### src/source/shader_pkg.sv
`default_nettype none

package shader_pkg;

	// lanes served by one vector memory instruction
	localparam int shader_lanes = 4;

	typedef logic [31:0] word;
	typedef logic [shader_lanes-1:0] lane_mask;
	typedef logic [1:0] lane_no;

	typedef logic [2:0] group_id;
	typedef logic [3:0] vgpr_num;

	// instructions that may wait for their memory responses at once
	localparam int tag_depth = 8;

	// in-flight record, laid out as {group, vgpr, mask}
	typedef logic [$bits(group_id)+$bits(vgpr_num)+$bits(lane_mask)-1:0] mem_tag;

endpackage

`default_nettype wire

### src/source/axi_bus_pkg.sv
`default_nettype none

package axi_bus_pkg;

	typedef logic [7:0] axi_len;
	typedef logic [2:0] axi_size;
	typedef logic [1:0] axi_burst;
	typedef logic [3:0] axi_strb;

	// 4 bytes per beat
	localparam axi_size beat_size_word = 3'b010;

	localparam axi_burst burst_incr = 2'b01;

endpackage

`default_nettype wire

### src/source/lane_serializer.sv
`timescale 1ns/1ps
`default_nettype none

module lane_serializer (
	input  logic               clk,
	input  logic               load,
	input  logic               shift,
	input  shader_pkg::word    lanes[shader_pkg::shader_lanes],
	input  shader_pkg::lane_mask mask,
	output shader_pkg::word    data,
	output logic               last,
	output logic               enable
);

	import shader_pkg::*;

	word      buf_lanes[shader_lanes];
	lane_mask buf_mask;
	lane_no   count;

	// lane 0 of the buffer is always the lane on the bus
	assign data = buf_lanes[0];
	assign enable = buf_mask[0];
	assign last = &count;

	always_ff @(posedge clk) begin
		if (load) begin
			buf_lanes <= lanes;
			buf_mask <= mask;
			count <= '0;
		end else if (shift) begin
			for (int i = 0; i < shader_lanes - 1; i++) begin
				buf_lanes[i] <= buf_lanes[i + 1];
			end
			buf_mask <= buf_mask >> 1;
			count <= count + 1'b1;
		end
	end

endmodule

`default_nettype wire

### src/source/lane_deserializer.sv
`timescale 1ns/1ps
`default_nettype none

module lane_deserializer (
	input  logic            clk,
	input  logic            rst_n,
	input  logic            shift,
	input  shader_pkg::word data,
	input  logic            last,
	input  logic            done,
	output shader_pkg::word lanes[shader_pkg::shader_lanes],
	output logic            full
);

	import shader_pkg::*;

	// beats enter at the top, so after a full pass lane 0 holds the first beat
	always_ff @(posedge clk) begin
		if (shift) begin
			for (int i = 0; i < shader_lanes - 1; i++) begin
				lanes[i] <= lanes[i + 1];
			end
			lanes[shader_lanes - 1] <= data;
		end
	end

	always_ff @(posedge clk or negedge rst_n) begin
		if (!rst_n) begin
			full <= 1'b0;
		end else if (done) begin
			full <= 1'b0;
		end else if (shift) begin
			full <= last;
		end
	end

endmodule

`default_nettype wire

### src/source/tag_fifo.sv
`timescale 1ns/1ps
`default_nettype none

module tag_fifo (
	input  logic               clk,
	input  logic               rst_n,
	input  logic               push,
	input  shader_pkg::mem_tag push_tag,
	input  logic               pop,
	output shader_pkg::mem_tag pop_tag,
	output logic               empty,
	output logic               full
);

	import shader_pkg::*;

	mem_tag entries[tag_depth];

	logic [$clog2(tag_depth)-1:0] wr_ptr;
	logic [$clog2(tag_depth)-1:0] rd_ptr;
	logic [$clog2(tag_depth):0]   count;
	logic do_push;
	logic do_pop;

	assign do_push = push & ~full;
	assign do_pop = pop & ~empty;

	assign empty = count == '0;
	assign full = count == tag_depth;
	assign pop_tag = entries[rd_ptr];

	always_ff @(posedge clk) begin
		if (do_push) begin
			entries[wr_ptr] <= push_tag;
		end
	end

	// the depth is a power of two, so the pointers wrap on their own
	always_ff @(posedge clk or negedge rst_n) begin
		if (!rst_n) begin
			wr_ptr <= '0;
			rd_ptr <= '0;
			count <= '0;
		end else begin
			if (do_push) begin
				wr_ptr <= wr_ptr + 1'b1;
			end
			if (do_pop) begin
				rd_ptr <= rd_ptr + 1'b1;
			end
			count <= count + do_push - do_pop;
		end
	end

endmodule

`default_nettype wire

### src/source/addr_issue.sv
`timescale 1ns/1ps
`default_nettype none

module addr_issue (
	input  logic                 clk,
	input  logic                 rst_n,
	input  shader_pkg::word      lanes[shader_pkg::shader_lanes],
	input  logic                 load_valid,
	output logic                 load,
	output shader_pkg::word      addr,
	output axi_bus_pkg::axi_len  len,
	output axi_bus_pkg::axi_size size,
	output axi_bus_pkg::axi_burst burst,
	output logic                 valid,
	input  logic                 ready
);

	import axi_bus_pkg::*;

	logic active;
	logic take;
	logic beat;
	logic last;

	// every lane is its own single-beat transaction
	assign len = '0;
	assign size = beat_size_word;
	assign burst = burst_incr;

	assign valid = active;
	assign beat = active & ready;
	assign load = ~active | (beat & last);
	assign take = load & load_valid;

	lane_serializer addr_stream (
		.clk    (clk),
		.load   (take),
		.shift  (beat),
		.lanes  (lanes),
		.mask   ('1),
		.data   (addr),
		.last   (last),
		.enable ()
	);

	always_ff @(posedge clk or negedge rst_n) begin
		if (!rst_n) begin
			active <= 1'b0;
		end else if (load) begin
			active <= load_valid;
		end
	end

	a_addr_hold: assert property (@(posedge clk) disable iff (!rst_n)
		valid && !ready |=> valid && $stable(addr));

endmodule

`default_nettype wire

### src/source/shader_mem.sv
`timescale 1ns/1ps
`default_nettype none

module shader_mem (
	input  logic                  clk,
	input  logic                  rst_n,

	input  logic                  in_valid,
	output logic                  in_ready,
	input  logic                  op_load,
	input  shader_pkg::group_id   in_group,
	input  shader_pkg::vgpr_num   in_vgpr,
	input  shader_pkg::lane_mask  in_mask,
	input  shader_pkg::word       in_addr[shader_pkg::shader_lanes],
	input  shader_pkg::word       in_data[shader_pkg::shader_lanes],

	output shader_pkg::word       araddr,
	output axi_bus_pkg::axi_len   arlen,
	output axi_bus_pkg::axi_size  arsize,
	output axi_bus_pkg::axi_burst arburst,
	output logic                  arvalid,
	input  logic                  arready,
	input  shader_pkg::word       rdata,
	input  logic                  rlast,
	input  logic                  rvalid,
	output logic                  rready,

	output shader_pkg::word       awaddr,
	output axi_bus_pkg::axi_len   awlen,
	output axi_bus_pkg::axi_size  awsize,
	output axi_bus_pkg::axi_burst awburst,
	output logic                  awvalid,
	input  logic                  awready,
	output shader_pkg::word       wdata,
	output axi_bus_pkg::axi_strb  wstrb,
	output logic                  wlast,
	output logic                  wvalid,
	input  logic                  wready,
	input  logic                  bvalid,
	output logic                  bready,

	output logic                  wb_valid,
	input  logic                  wb_ready,
	output shader_pkg::group_id   wb_group,
	output shader_pkg::vgpr_num   wb_vgpr,
	output shader_pkg::lane_mask  wb_mask,
	output shader_pkg::word       wb_lanes[shader_pkg::shader_lanes],
	output logic                  wb_load
);

	import shader_pkg::*;
	import axi_bus_pkg::*;

	logic   ar_load, aw_load, w_idle, w_shift, w_enable, w_end;
	logic   accept, ld_take, st_take;
	logic   rd_push, rd_pop, rd_empty, rd_full;
	logic   wr_push, wr_pop, wr_empty, wr_full;
	mem_tag in_tag, rd_tag, wr_tag, wb_tag;
	logic   r_shift, r_last, r_full;
	lane_no r_count, b_count;
	logic   b_take, store_pend, store_lock, sel_read;

	// **********************************************************************
	// instruction acceptance
	// **********************************************************************

	assign w_idle = ~wvalid | (w_end & wready);
	assign in_ready = op_load ? ar_load & ~rd_full : aw_load & w_idle & ~wr_full;

	assign accept = in_valid & in_ready;
	assign ld_take = accept & op_load;
	assign st_take = accept & ~op_load;

	assign in_tag = {in_group, in_vgpr, in_mask};
	assign rd_push = ld_take;
	assign wr_push = st_take;

	addr_issue ar_issue (
		.clk        (clk),
		.rst_n      (rst_n),
		.lanes      (in_addr),
		.load_valid (ld_take),
		.load       (ar_load),
		.addr       (araddr),
		.len        (arlen),
		.size       (arsize),
		.burst      (arburst),
		.valid      (arvalid),
		.ready      (arready)
	);

	addr_issue aw_issue (
		.clk        (clk),
		.rst_n      (rst_n),
		.lanes      (in_addr),
		.load_valid (st_take),
		.load       (aw_load),
		.addr       (awaddr),
		.len        (awlen),
		.size       (awsize),
		.burst      (awburst),
		.valid      (awvalid),
		.ready      (awready)
	);

	// **********************************************************************
	// write data and read return streams
	// **********************************************************************

	// masked-off store lanes still send a beat, with no byte enabled
	assign w_shift = wvalid & wready;
	assign wstrb = {$bits(axi_strb){w_enable}};

	// every W beat closes its own single-beat burst
	assign wlast = 1'b1;

	lane_serializer w_stream (
		.clk    (clk),
		.load   (st_take),
		.shift  (w_shift),
		.lanes  (in_data),
		.mask   (in_mask),
		.data   (wdata),
		.last   (w_end),
		.enable (w_enable)
	);

	assign rready = ~r_full | rd_pop;
	assign r_shift = rvalid & rready;
	assign r_last = rlast & (&r_count);

	lane_deserializer r_stream (
		.clk   (clk),
		.rst_n (rst_n),
		.shift (r_shift),
		.data  (rdata),
		.last  (r_last),
		.done  (rd_pop),
		.lanes (wb_lanes),
		.full  (r_full)
	);

	tag_fifo rd_tags (
		.clk      (clk),
		.rst_n    (rst_n),
		.push     (rd_push),
		.push_tag (in_tag),
		.pop      (rd_pop),
		.pop_tag  (rd_tag),
		.empty    (rd_empty),
		.full     (rd_full)
	);

	tag_fifo wr_tags (
		.clk      (clk),
		.rst_n    (rst_n),
		.push     (wr_push),
		.push_tag (in_tag),
		.pop      (wr_pop),
		.pop_tag  (wr_tag),
		.empty    (wr_empty),
		.full     (wr_full)
	);

	// **********************************************************************
	// store responses and writeback selection
	// **********************************************************************

	// a finished store waits in store_pend, which holds off further B responses
	assign bready = ~store_pend;
	assign b_take = bvalid & bready;

	// once a store is on the port it stays there until taken
	assign sel_read = r_full & ~store_lock;
	assign wb_valid = r_full | store_pend;
	assign wb_load = sel_read;
	assign wb_tag = sel_read ? rd_tag : wr_tag;
	assign {wb_group, wb_vgpr, wb_mask} = wb_tag;

	assign rd_pop = wb_ready & sel_read & ~rd_empty;
	assign wr_pop = wb_ready & ~sel_read & store_pend & ~wr_empty;

	always_ff @(posedge clk or negedge rst_n) begin
		if (!rst_n) begin
			wvalid <= 1'b0;
			r_count <= '0;
			b_count <= '0;
			store_pend <= 1'b0;
			store_lock <= 1'b0;
		end else begin
			wvalid <= st_take | (wvalid & ~(w_end & wready));
			if (r_shift) begin
				r_count <= r_count + 1'b1;
			end
			if (b_take) begin
				b_count <= b_count + 1'b1;
			end
			if (b_take && &b_count) begin
				store_pend <= 1'b1;
			end else if (wr_pop) begin
				store_pend <= 1'b0;
			end
			store_lock <= store_pend & ~sel_read & ~wb_ready;
		end
	end

	a_no_full_push: assert property (@(posedge clk) disable iff (!rst_n)
		!(rd_push && rd_full) && !(wr_push && wr_full));

	a_wvalid_hold: assert property (@(posedge clk) disable iff (!rst_n)
		wvalid && !wready |=> wvalid && $stable(wdata));

endmodule

`default_nettype wire

### config.mk
export PLATFORM = sky130hd
export DESIGN_NAME = shader_mem
export DESIGN_NICKNAME = d
export VERILOG_FILES = /design/src/source/shader_pkg.sv /design/src/source/axi_bus_pkg.sv /design/src/source/lane_serializer.sv /design/src/source/lane_deserializer.sv /design/src/source/tag_fifo.sv /design/src/source/addr_issue.sv /design/src/source/shader_mem.sv
export SDC_FILE = /design/constraint.sdc
export NUM_CORES = 1
export LEC_CHECK = 0
export BUFFER_PORTS_ARGS = -buffer_cell sky130_fd_sc_hd__clkbuf_2
export CORE_UTILIZATION = 35
export CTS_CLUSTER_SIZE = 30
export DETAILED_ROUTE_END_ITERATION = 6
export PLACE_DENSITY = 0.67
export SLEW_MARGIN = 10
export SYNTH_ARGS = -nofsm -noshare
export SYNTH_HDL_FRONTEND = slang
export SYNTH_HIERARCHICAL = 1
export SYNTH_SLANG_ARGS = --single-unit
### constraint.sdc
create_clock -name clk -period 7.3 [get_ports clk]
set_input_delay 1.095 -clock clk [delete_from_list [all_inputs] [get_ports clk]]
set_output_delay 1.095 -clock clk [all_outputs]
set_load 0.01 [all_outputs]
-- After elaboration in Yosys (flattened, before gate mapping)
Memories as Yosys holds them, arrays and structs flattened.
Cells that the tools add are included.
Widths: inputs -> output; s select.
- logic and storage cells: 132
- output and inout port bits: 274
- memories kept: 2
- memory bits (writable): 176
- input bits: 310
- ROM bits: 0
- latch bits: 0
- bits in registers: 552
- memory list (memory ; depth ; width ; read ports ; clocked after Yosys merged registers in ; write ports ; RTL line ; text):
    rd_tags.entries ; 8 ; 11 ; 1 ; 0 ; 1 ; tag_fifo.sv:17 ; mem_tag entries[tag_depth];
    wr_tags.entries ; 8 ; 11 ; 1 ; 0 ; 1 ; tag_fifo.sv:17 ;
- mux-type cells: 18
- multipliers: 0
- magnitude comparators: 0
- reduce and logical (&&, ||, !) cells: 13
- bitwise logic cells: 50
- div/mod/pow operators: 0
- equality and inequality tests: 2
- shift operators: 0
- add/subtract/negate cells: 13
- operators with widths (operator ; number):
    $mux 96 ; 6
    $and 1x1->1 ; 30
    $not 1->1 ; 14
    $add 3x1->3 const B ; 4
    $mux 11 ; 1
    $add 2x1->2 const B ; 5
    $reduce_and 2->1 ; 5
    $reduce_bool 2->1 ; 5
    $mux 1 ; 9
    $add 4x1->4 ; 2
    $eq 4x4->1 const B ; 2
    $logic_not 4->1 ; 2
    $mux 4 ; 2
    $sub 4x1->4 ; 2
    $or 1x1->1 ; 6
    $logic_and 1x1->1 ; 1

-- Depth between registers and ports, before layout
Gate-level depths: netlist (run 1).
- word-level depth: 11
- gate-level depth with buffers: 14
- gate-level depth less buffers: 14

-- By module
The synthesis (run 1) kept the hierarchy.
- modules (own cells, without submodules) (module ; area each (um2) ; instances ; cells each ; sequential area each (um2)):
    lane_serializer ; 5511.5 ; 3 ; 283 ; 4003.8
    tag_fifo ; 3973.8 ; 2 ; 184 ; 2892.8
    lane_deserializer ; 3882.5 ; 1 ; 131 ; 3868.7
    shader_mem ; 616.8 ; 1 ; 58 ; 175.2
    addr_issue ; 172.7 ; 2 ; 21 ; 25.0

-- Worst setup path after synthesis (run 1)
Ideal clock, no wire load.
- path kind: input to register
- from: in wready
- to: reg aw_issue/addr_stream/buf_lanes[32] (netlist bit), enable pin
- setup slack: -0.618 ns
- arrival: 7.502 ns
- data required time: 6.884 ns
- path buffers: 2
- stages on the path: 7
- setup time: 0.416 ns
- cell sequence: a21bo_2 nand3_1 nor3_1 nor2b_1 buf_4 buf_6 or2_2
- longest elaborated chain between the ends: 9
- ends and longest elaborated chain (what ; RTL line ; text):
    from (decl) ; shader_mem.sv:38 ; input logic wready,
    $and 1x1->1 ; shader_mem.sv:67 ; assign w_idle = ~wvalid | (w_end & wready);
    $or 1x1->1 ; shader_mem.sv:67 ;
    $and 1x1->1 (2 in series) ; shader_mem.sv:68 ; assign in_ready = op_load ? ar_load & ~rd_full : aw_load & w_idle & ~wr_full;
    $mux 1 ; shader_mem.sv:68 ;
    $and 1x1->1 ; shader_mem.sv:70 ; assign accept = in_valid & in_ready;
    $and 1x1->1 ; shader_mem.sv:72 ; assign st_take = accept & ~op_load;
    named net st_take ; shader_mem.sv:55 ; logic accept, ld_take, st_take;
    $and 1x1->1 ; addr_issue.sv:33 ; assign take = load & load_valid;
    named net aw_issue.take ; addr_issue.sv:21 ; logic take;
    $reduce_bool 2->1 (no line) ; n/a ;
    to (signal assigned) ; lane_serializer.sv:28 ; buf_lanes <= lanes;
    to (signal, indexed assignment) ; lane_serializer.sv:33 ; buf_lanes[i] <= buf_lanes[i + 1];
    to (decl) ; lane_serializer.sv:17 ; word buf_lanes[shader_lanes];
The timed path passes the listed nets, and every way through them passes these cells.
A chain may end at the register's enable or synchronous reset.

-- Worst setup path in the final report (run 1)
- from: reg wr_tags.count[2]
- to: reg w_stream/buf_lanes[92] (netlist bit), enable pin
- longest elaborated chain between the ends: 7
- ends and longest elaborated chain (what ; RTL line ; text):
    from (decl) ; tag_fifo.sv:21 ; logic [$clog2(tag_depth):0] count;
    from (signal assigned) ; tag_fifo.sv:51 ; count <= count + do_push - do_pop;
    $eq 4x4->1 ; tag_fifo.sv:29 ; assign full = count == tag_depth;
    named net wr_full ; shader_mem.sv:57 ; logic wr_push, wr_pop, wr_empty, wr_full;
    $not 1->1 ; shader_mem.sv:68 ;
    $and 1x1->1 ; shader_mem.sv:68 ;
    $mux 1 ; shader_mem.sv:68 ;
    $and 1x1->1 ; shader_mem.sv:70 ;
    $and 1x1->1 ; shader_mem.sv:72 ;
    named net st_take ; shader_mem.sv:55 ;
    $reduce_bool 2->1 (no line) ; n/a ;
    to (signal assigned) ; lane_serializer.sv:28 ;
    to (signal, indexed assignment) ; lane_serializer.sv:33 ;
    to (decl) ; lane_serializer.sv:17 ;
The timed path passes the listed nets, and every way through them passes these cells.

==> flow_summary.toml, run 1 <==
[timing]
worst_pin_slew_ps = 1190
worst_slew_margin_rel_pct = 20.3
fin_crit_ps = 4290
setup_tns_ps = 0
fmax_ghz = 0.233
setup_slack_ps = 3010
finalCritPeriodShare_pct = 58.8
rsz0062_at_grt = "false"
hold_viol = 0
finalClockSkew_ps = 46.2
finalMaxSlewViolations = 0
setup_viol = 0

[clock_tree]
postCtsSetupRepairBufs = 0
htreeDepth = 3
post_cts_resized = 0
cts_root_buffer = "clkbuf_16"
cts.sinks = 728
hold_buffers = 0
tritoncts = "built"
clk_path_buf_depth = 3
cts_buffers = 78
clk_pin_slew_ps = 60
insertion_delay_ps = 630

[critical_path]
crit_path_start_kind = "flop"
critPathCaptureType = "flop"
crit_fanout = 72
cp_data_required_time_ps = 7540
worst-setup-path-type = "reg2reg"
arrival_ps = 4530

[power]
leakage_nw = 12.8
pwr-share-seq_pct = 48.2
p_int_mw = 8.97
pwr-share-clk_pct = 32.5
switching_share_pct = 26.9
peakVddDrop_mv = 0.277
power_mw = 12.3
power_density_mw_per_mm2 = 353
power.switching_mw = 3.30
pwr-share-comb_pct = 19.3

[synth]
yosys_warnings = 6
syn_area_mm2 = 0.0290
netlist_instances = 1432
post_synth.cell_area_avg_um2 = 20.3

[worst_hold_path]
hold_class = "reg2reg"

[route]
maxUsedRoutingLayer = "met5"
avgRoutedWirePerCell_um = 20.1
met3_wirelength_um = 4350
vias = 14200
drt-pass1-iter-count = 5
met2_length_um = 31300
met1Wirelength_um = 24300
drt_iter0_drc = 754
viasPerCell = 4.63
remaining_drc_errors = 0
drt-total-wl_um = 61900
final_antenna_net_count = 0

[final_layout]
drive_above_1_share_pct = 52.3
stdcell_area_mm2 = 0.0347
area_delta_synth_final_pct = 19.7
nets = 2271
fillCellCount = 7189

[placement]
port_buffers = 556
place_ws_ps = 2610
postPlaceCellArea_mm2 = 0.0321
gp_congestion = 0.845
post-dp-hpwl_um = 42700

[floorplanning]
die_w_um = 290
fp.dieH_um = 290
start_util_pct = 35.3
rows = 105
dieArea_mm2 = 0.0840
coreArea_mm2 = 0.0821
ios = 584

[job]
maxCapViolations = 0

[global_routing]
grt_max_degree = 83
grt_usage_pct = 14.4
grt_pass1_wl_um = 92500
overflow = 0
antenna_found_initial = 16
grt_pass1_vias = 15300

[run_status]
status = "finished, final reports clean"
==> flip-flops by register name (all words and copies together), names as in the netlist, 4 cells and up <==
| signal | flops |
|---|---|
| w_stream/buf_lanes | 96 |
| w_stream/buf_mask | 4 |
| aw_issue/addr_stream/data | 32 |
| rd_tags/entries | 88 |
| wr_tags/entries | 88 |
| ar_issue/addr_stream/data | 32 |
| aw_issue/addr_stream/buf_lanes | 96 |
| r_stream/lanes | 128 |
| ar_issue/addr_stream/buf_lanes | 96 |
| rd_tags/count | 4 |
| w_stream/data | 32 |
| wr_tags/count | 4 |
==> final cells by class <==
class                   count  area, µm²  share of cell area [%]
multi-input cells         529       6050                    17.4
clock buffers              91       2020                    5.82
well taps                1070       1340                    3.86
diodes                      7       17.5                  0.0504
inverters                  24       92.6                   0.267
repair buffers            577       2940                    8.47
clock inverters            53        613                    1.77
flip-flops and latches    728      21700                    62.4
==> critical path, cell delays in order (launching register included) <==
cell and delay [ps]:
dfrtp_1 320, inv_1 60, ha_1 190, or3b_2 240, inv_1 130, nor2_1 110, nand3_1 160, nor3_4 460
buf_4 780, or2_4 560, buf_4 770
==> routing by layer <==
layer	vias to the layer above	global-route usage (%)
li1	6452	-
met1	7186	17.1
met2	476	24.6
met3	116	4.07
met4	12	6.16
met5	-	0
==> power by group through the flow <==
stage	logic (mW)	clock network, mW	registers (mW)
after global placement	2.32	0	5.98
after global routing	2.57	4.24	6.00
final	2.37	3.98	5.92
after CTS	2.41	4.09	5.93
after floorplan	1.81	0	5.87
after detailed placement	2.40	0	6.01
==> path summary, 6_finish.rpt <==
| kind | startpoint | slack (ps) | endpoint | depth (start not counted) |
|---|---|---|---|---|
| max in group asynchronous | rst_n | 6080 | rd_tags/rd_ptr[0] | 1 |
| hold reg to reg | r_stream/lanes[38] | 440 | r_stream/lanes[70] | 0 |
| setup reg to reg | wr_tags/count[2] | 3010 | w_stream/buf_lanes[92] | 10 |
| setup / recovery | wr_tags/count[2] | 3010 | w_stream/buf_lanes[92] | 10 |
| min in group asynchronous | rst_n | 600 | b_count[1] | 1 |
| hold / removal | r_stream/lanes[38] | 440 | r_stream/lanes[70] | 0 |
==> layout by cell type (no fill, tap or decap), types with 19 or more instances in the layout <==
| cell | instances |
|---|---|
| inv_1 | 22 |
| dfrtp_1 | 29 |
| buf_4 | 21 |
| mux2_2 | 319 |
| mux4_1 | 40 |
| ha_1 | 21 |
| clkinv_1 | 19 |
| conb_1 | 27 |
| clkbuf_16 | 78 |
| clkbuf_2 | 556 |
| edfxtp_1 | 692 |
==> through the flow <==
step           hold slack (ps)  std cells  utilization, %
5_1_grt                    458       3079            42.3
6_report                   436       3079            42.3
3_3_place_gp               432       2928            39.1
3_5_place_dp               435       2928            39.1
4_1_cts                    441       3072            42.3
2_1_floorplan              448       1454               -
No activity file was read; power rests on OpenSTA's default activity.
==> inputs of run 2 (changes only) <==
==> constraint.sdc (replaced) <==
create_clock -name clk -period 3.7 [get_ports clk]
set_input_delay 0.555 -clock clk [delete_from_list [all_inputs] [get_ports clk]]
set_output_delay 0.555 -clock clk [all_outputs]
set_load 0.01 [all_outputs]
==> run 2 against run 1 <==
Critical path depth down 5. Largest cell class unchanged. Sequential share of layout area fell by 0.62 points. Final area is 1.0% higher. Non-clock buffer count grew 23. Sequential cell count did not move. Register-to-register slack lost 2300 ps.
==> flow_summary.toml, run 2 (synthesis results as in run 1) <==
[route]
vias = 14500
met3_wirelength_um = 5670
drt_iter0_drc = 778
remaining_drc_errors = 0
met2_length_um = 32100
drt-pass1-iter-count = 7
met1Wirelength_um = 25800
maxUsedRoutingLayer = "met5"
avgRoutedWirePerCell_um = 21.0
final_antenna_net_count = 0
drt-total-wl_um = 65000
viasPerCell = 4.68

[final_layout]
fin_util_pct = 42.7
nets = 2295
mostFrequentLayoutCells = "edfxtp_1, clkbuf_2, mux2_2, clkbuf_16, mux4_1"
fillCellCount = 7161
largest_reg_flops = 128
stdcell_area_mm2 = 0.0351
drive_above_1_share_pct = 53.3
final_cells = 3100
final_common_cell = "edfxtp_1"
area_delta_synth_final_pct = 20.9
top_register = "r_stream/lanes"

[global_routing]
grt_pass1_wl_um = 95700
overflow = 0
antenna_found_initial = 15
grt_usage_pct = 15.1
grt_max_degree = 119
grt_pass1_vias = 15200

[timing]
finalMaxSlewViolations = 0
finalCritPeriodShare_pct = 87.8
worst_pin_slew_ps = 885
fin_crit_ps = 3250
rsz0062_at_grt = "false"
finalClockSkew_ps = 37.8
setup_viol = 0
worst_slew_margin_rel_pct = 41.0
setup_slack_ps = 452
hold_viol = 0
fmax_ghz = 0.308

[critical_path]
crit_fanout = 24
cp_data_required_time_ps = 3140
arrival_ps = 2690
critPathCaptureType = "output pin"
worst-setup-path-type = "reg2out"
worstReg2RegEnd = "w_stream/buf_lanes[57]"
crit_path_start_kind = "flop"
reg2reg_depth = 9
rr_startpoint = "wr_tags/count[3]"
r2r_setup_slack_ps = 730

[clock_tree]
cts.sinks = 728
clk_pin_slew_ps = 60
htreeDepth = 3
postCtsSetupRepairBufs = 0
cts_root_buffer = "clkbuf_16"
post_cts_resized = 0
clk_path_buf_depth = 3
cts_buffers = 79
insertion_delay_ps = 630
hold_buffers = 0
tritoncts = "built"

[placement]
place_ws_ps = 715
post-dp-hpwl_um = 45200
postPlaceCellArea_mm2 = 0.0324
gp_congestion = 0.874
port_buffers = 556
dp.cells = 2951

[power]
leakage_nw = 13.1
power_density_mw_per_mm2 = 700
power_mw = 24.5
peakVddDrop_mv = 0.443

[floorplanning]
fp.dieH_um = 290
ios = 584
dieArea_mm2 = 0.0840
rows = 105
coreArea_mm2 = 0.0821
start_util_pct = 35.3
die_w_um = 290

[run_status]
status = "finished, final reports clean"

[job]
maxCapViolations = 0

[worst_hold_path]
hold_class = "in2async"
run 2: cell count changes in the layout (fill, tap and decap cells not counted), moves of 4 or more:
cell | previous run | this run
mux2_2 | 319 | 301
mux2_4 | 10 | 28
buf_4 | 21 | 34
buf_12 | 0 | 10
clkinv_1 | 19 | 11
clkinv_16 | 5 | 1
run 2: how the worst max path moves through the flow:
stage	to	from	slack, ps	cells after the start
floorplan	aw_issue/addr_stream/buf_lanes[32]	wr_tags/count[2]	-640	11
global placement	rd_tags/count[1]	rd_tags/count[2]	750	13
detailed placement	rd_tags/count[2]	rd_tags/count[2]	710	13
CTS	wb_mask[2]	rd_tags/rd_ptr[0]	390	5
global route	wb_group[0]	rd_tags/rd_ptr[0]	330	5
finish	wb_vgpr[1]	rd_tags/rd_ptr[0]	450	5
run 2: metrics by stage:
stage / hold WS (ps) / setup TNS [ps]
3_5_place_dp: 432 / 0
3_3_place_gp: 431 / 0
5_1_grt: 62.3 / 0
2_1_floorplan: 259 / -67300
6_report: 35.7 / 0
4_1_cts: 27.8 / 0
run 2: cell type report:
type	instances	area (µm²)	share of cell area, %
inverters	24	93.8	0.268
repair buffers	600	3240	9.23
well taps	1070	1340	3.82
flip-flops and latches	728	21700	61.7
diodes	6	15.0	0.0428
multi-input cells	529	6120	17.4
clock inverters	49	563	1.61
clock buffers	94	2050	5.86
run 2: critical path, stage by stage (launching register included):
cell and delay (ps):
dfrtp_1 320, buf_4 380, mux4_1 660, mux2_2 310, mux2_4 260, clkbuf_2 120
run 2: metal layers:
metal  vias up  GRT usage, %
li1       6507             -
met1      7383          18.1
met2       479          25.0
met3       110          5.81
met4        16          4.89
met5         -             0
run 2: power breakdown:
part | switching (mW) | total [mW] | internal, mW
clock network | 3.30 | 7.90 | 4.60
logic | 2.70 | 5.10 | 2.40
registers | 0.644 | 11.5 | 10.9
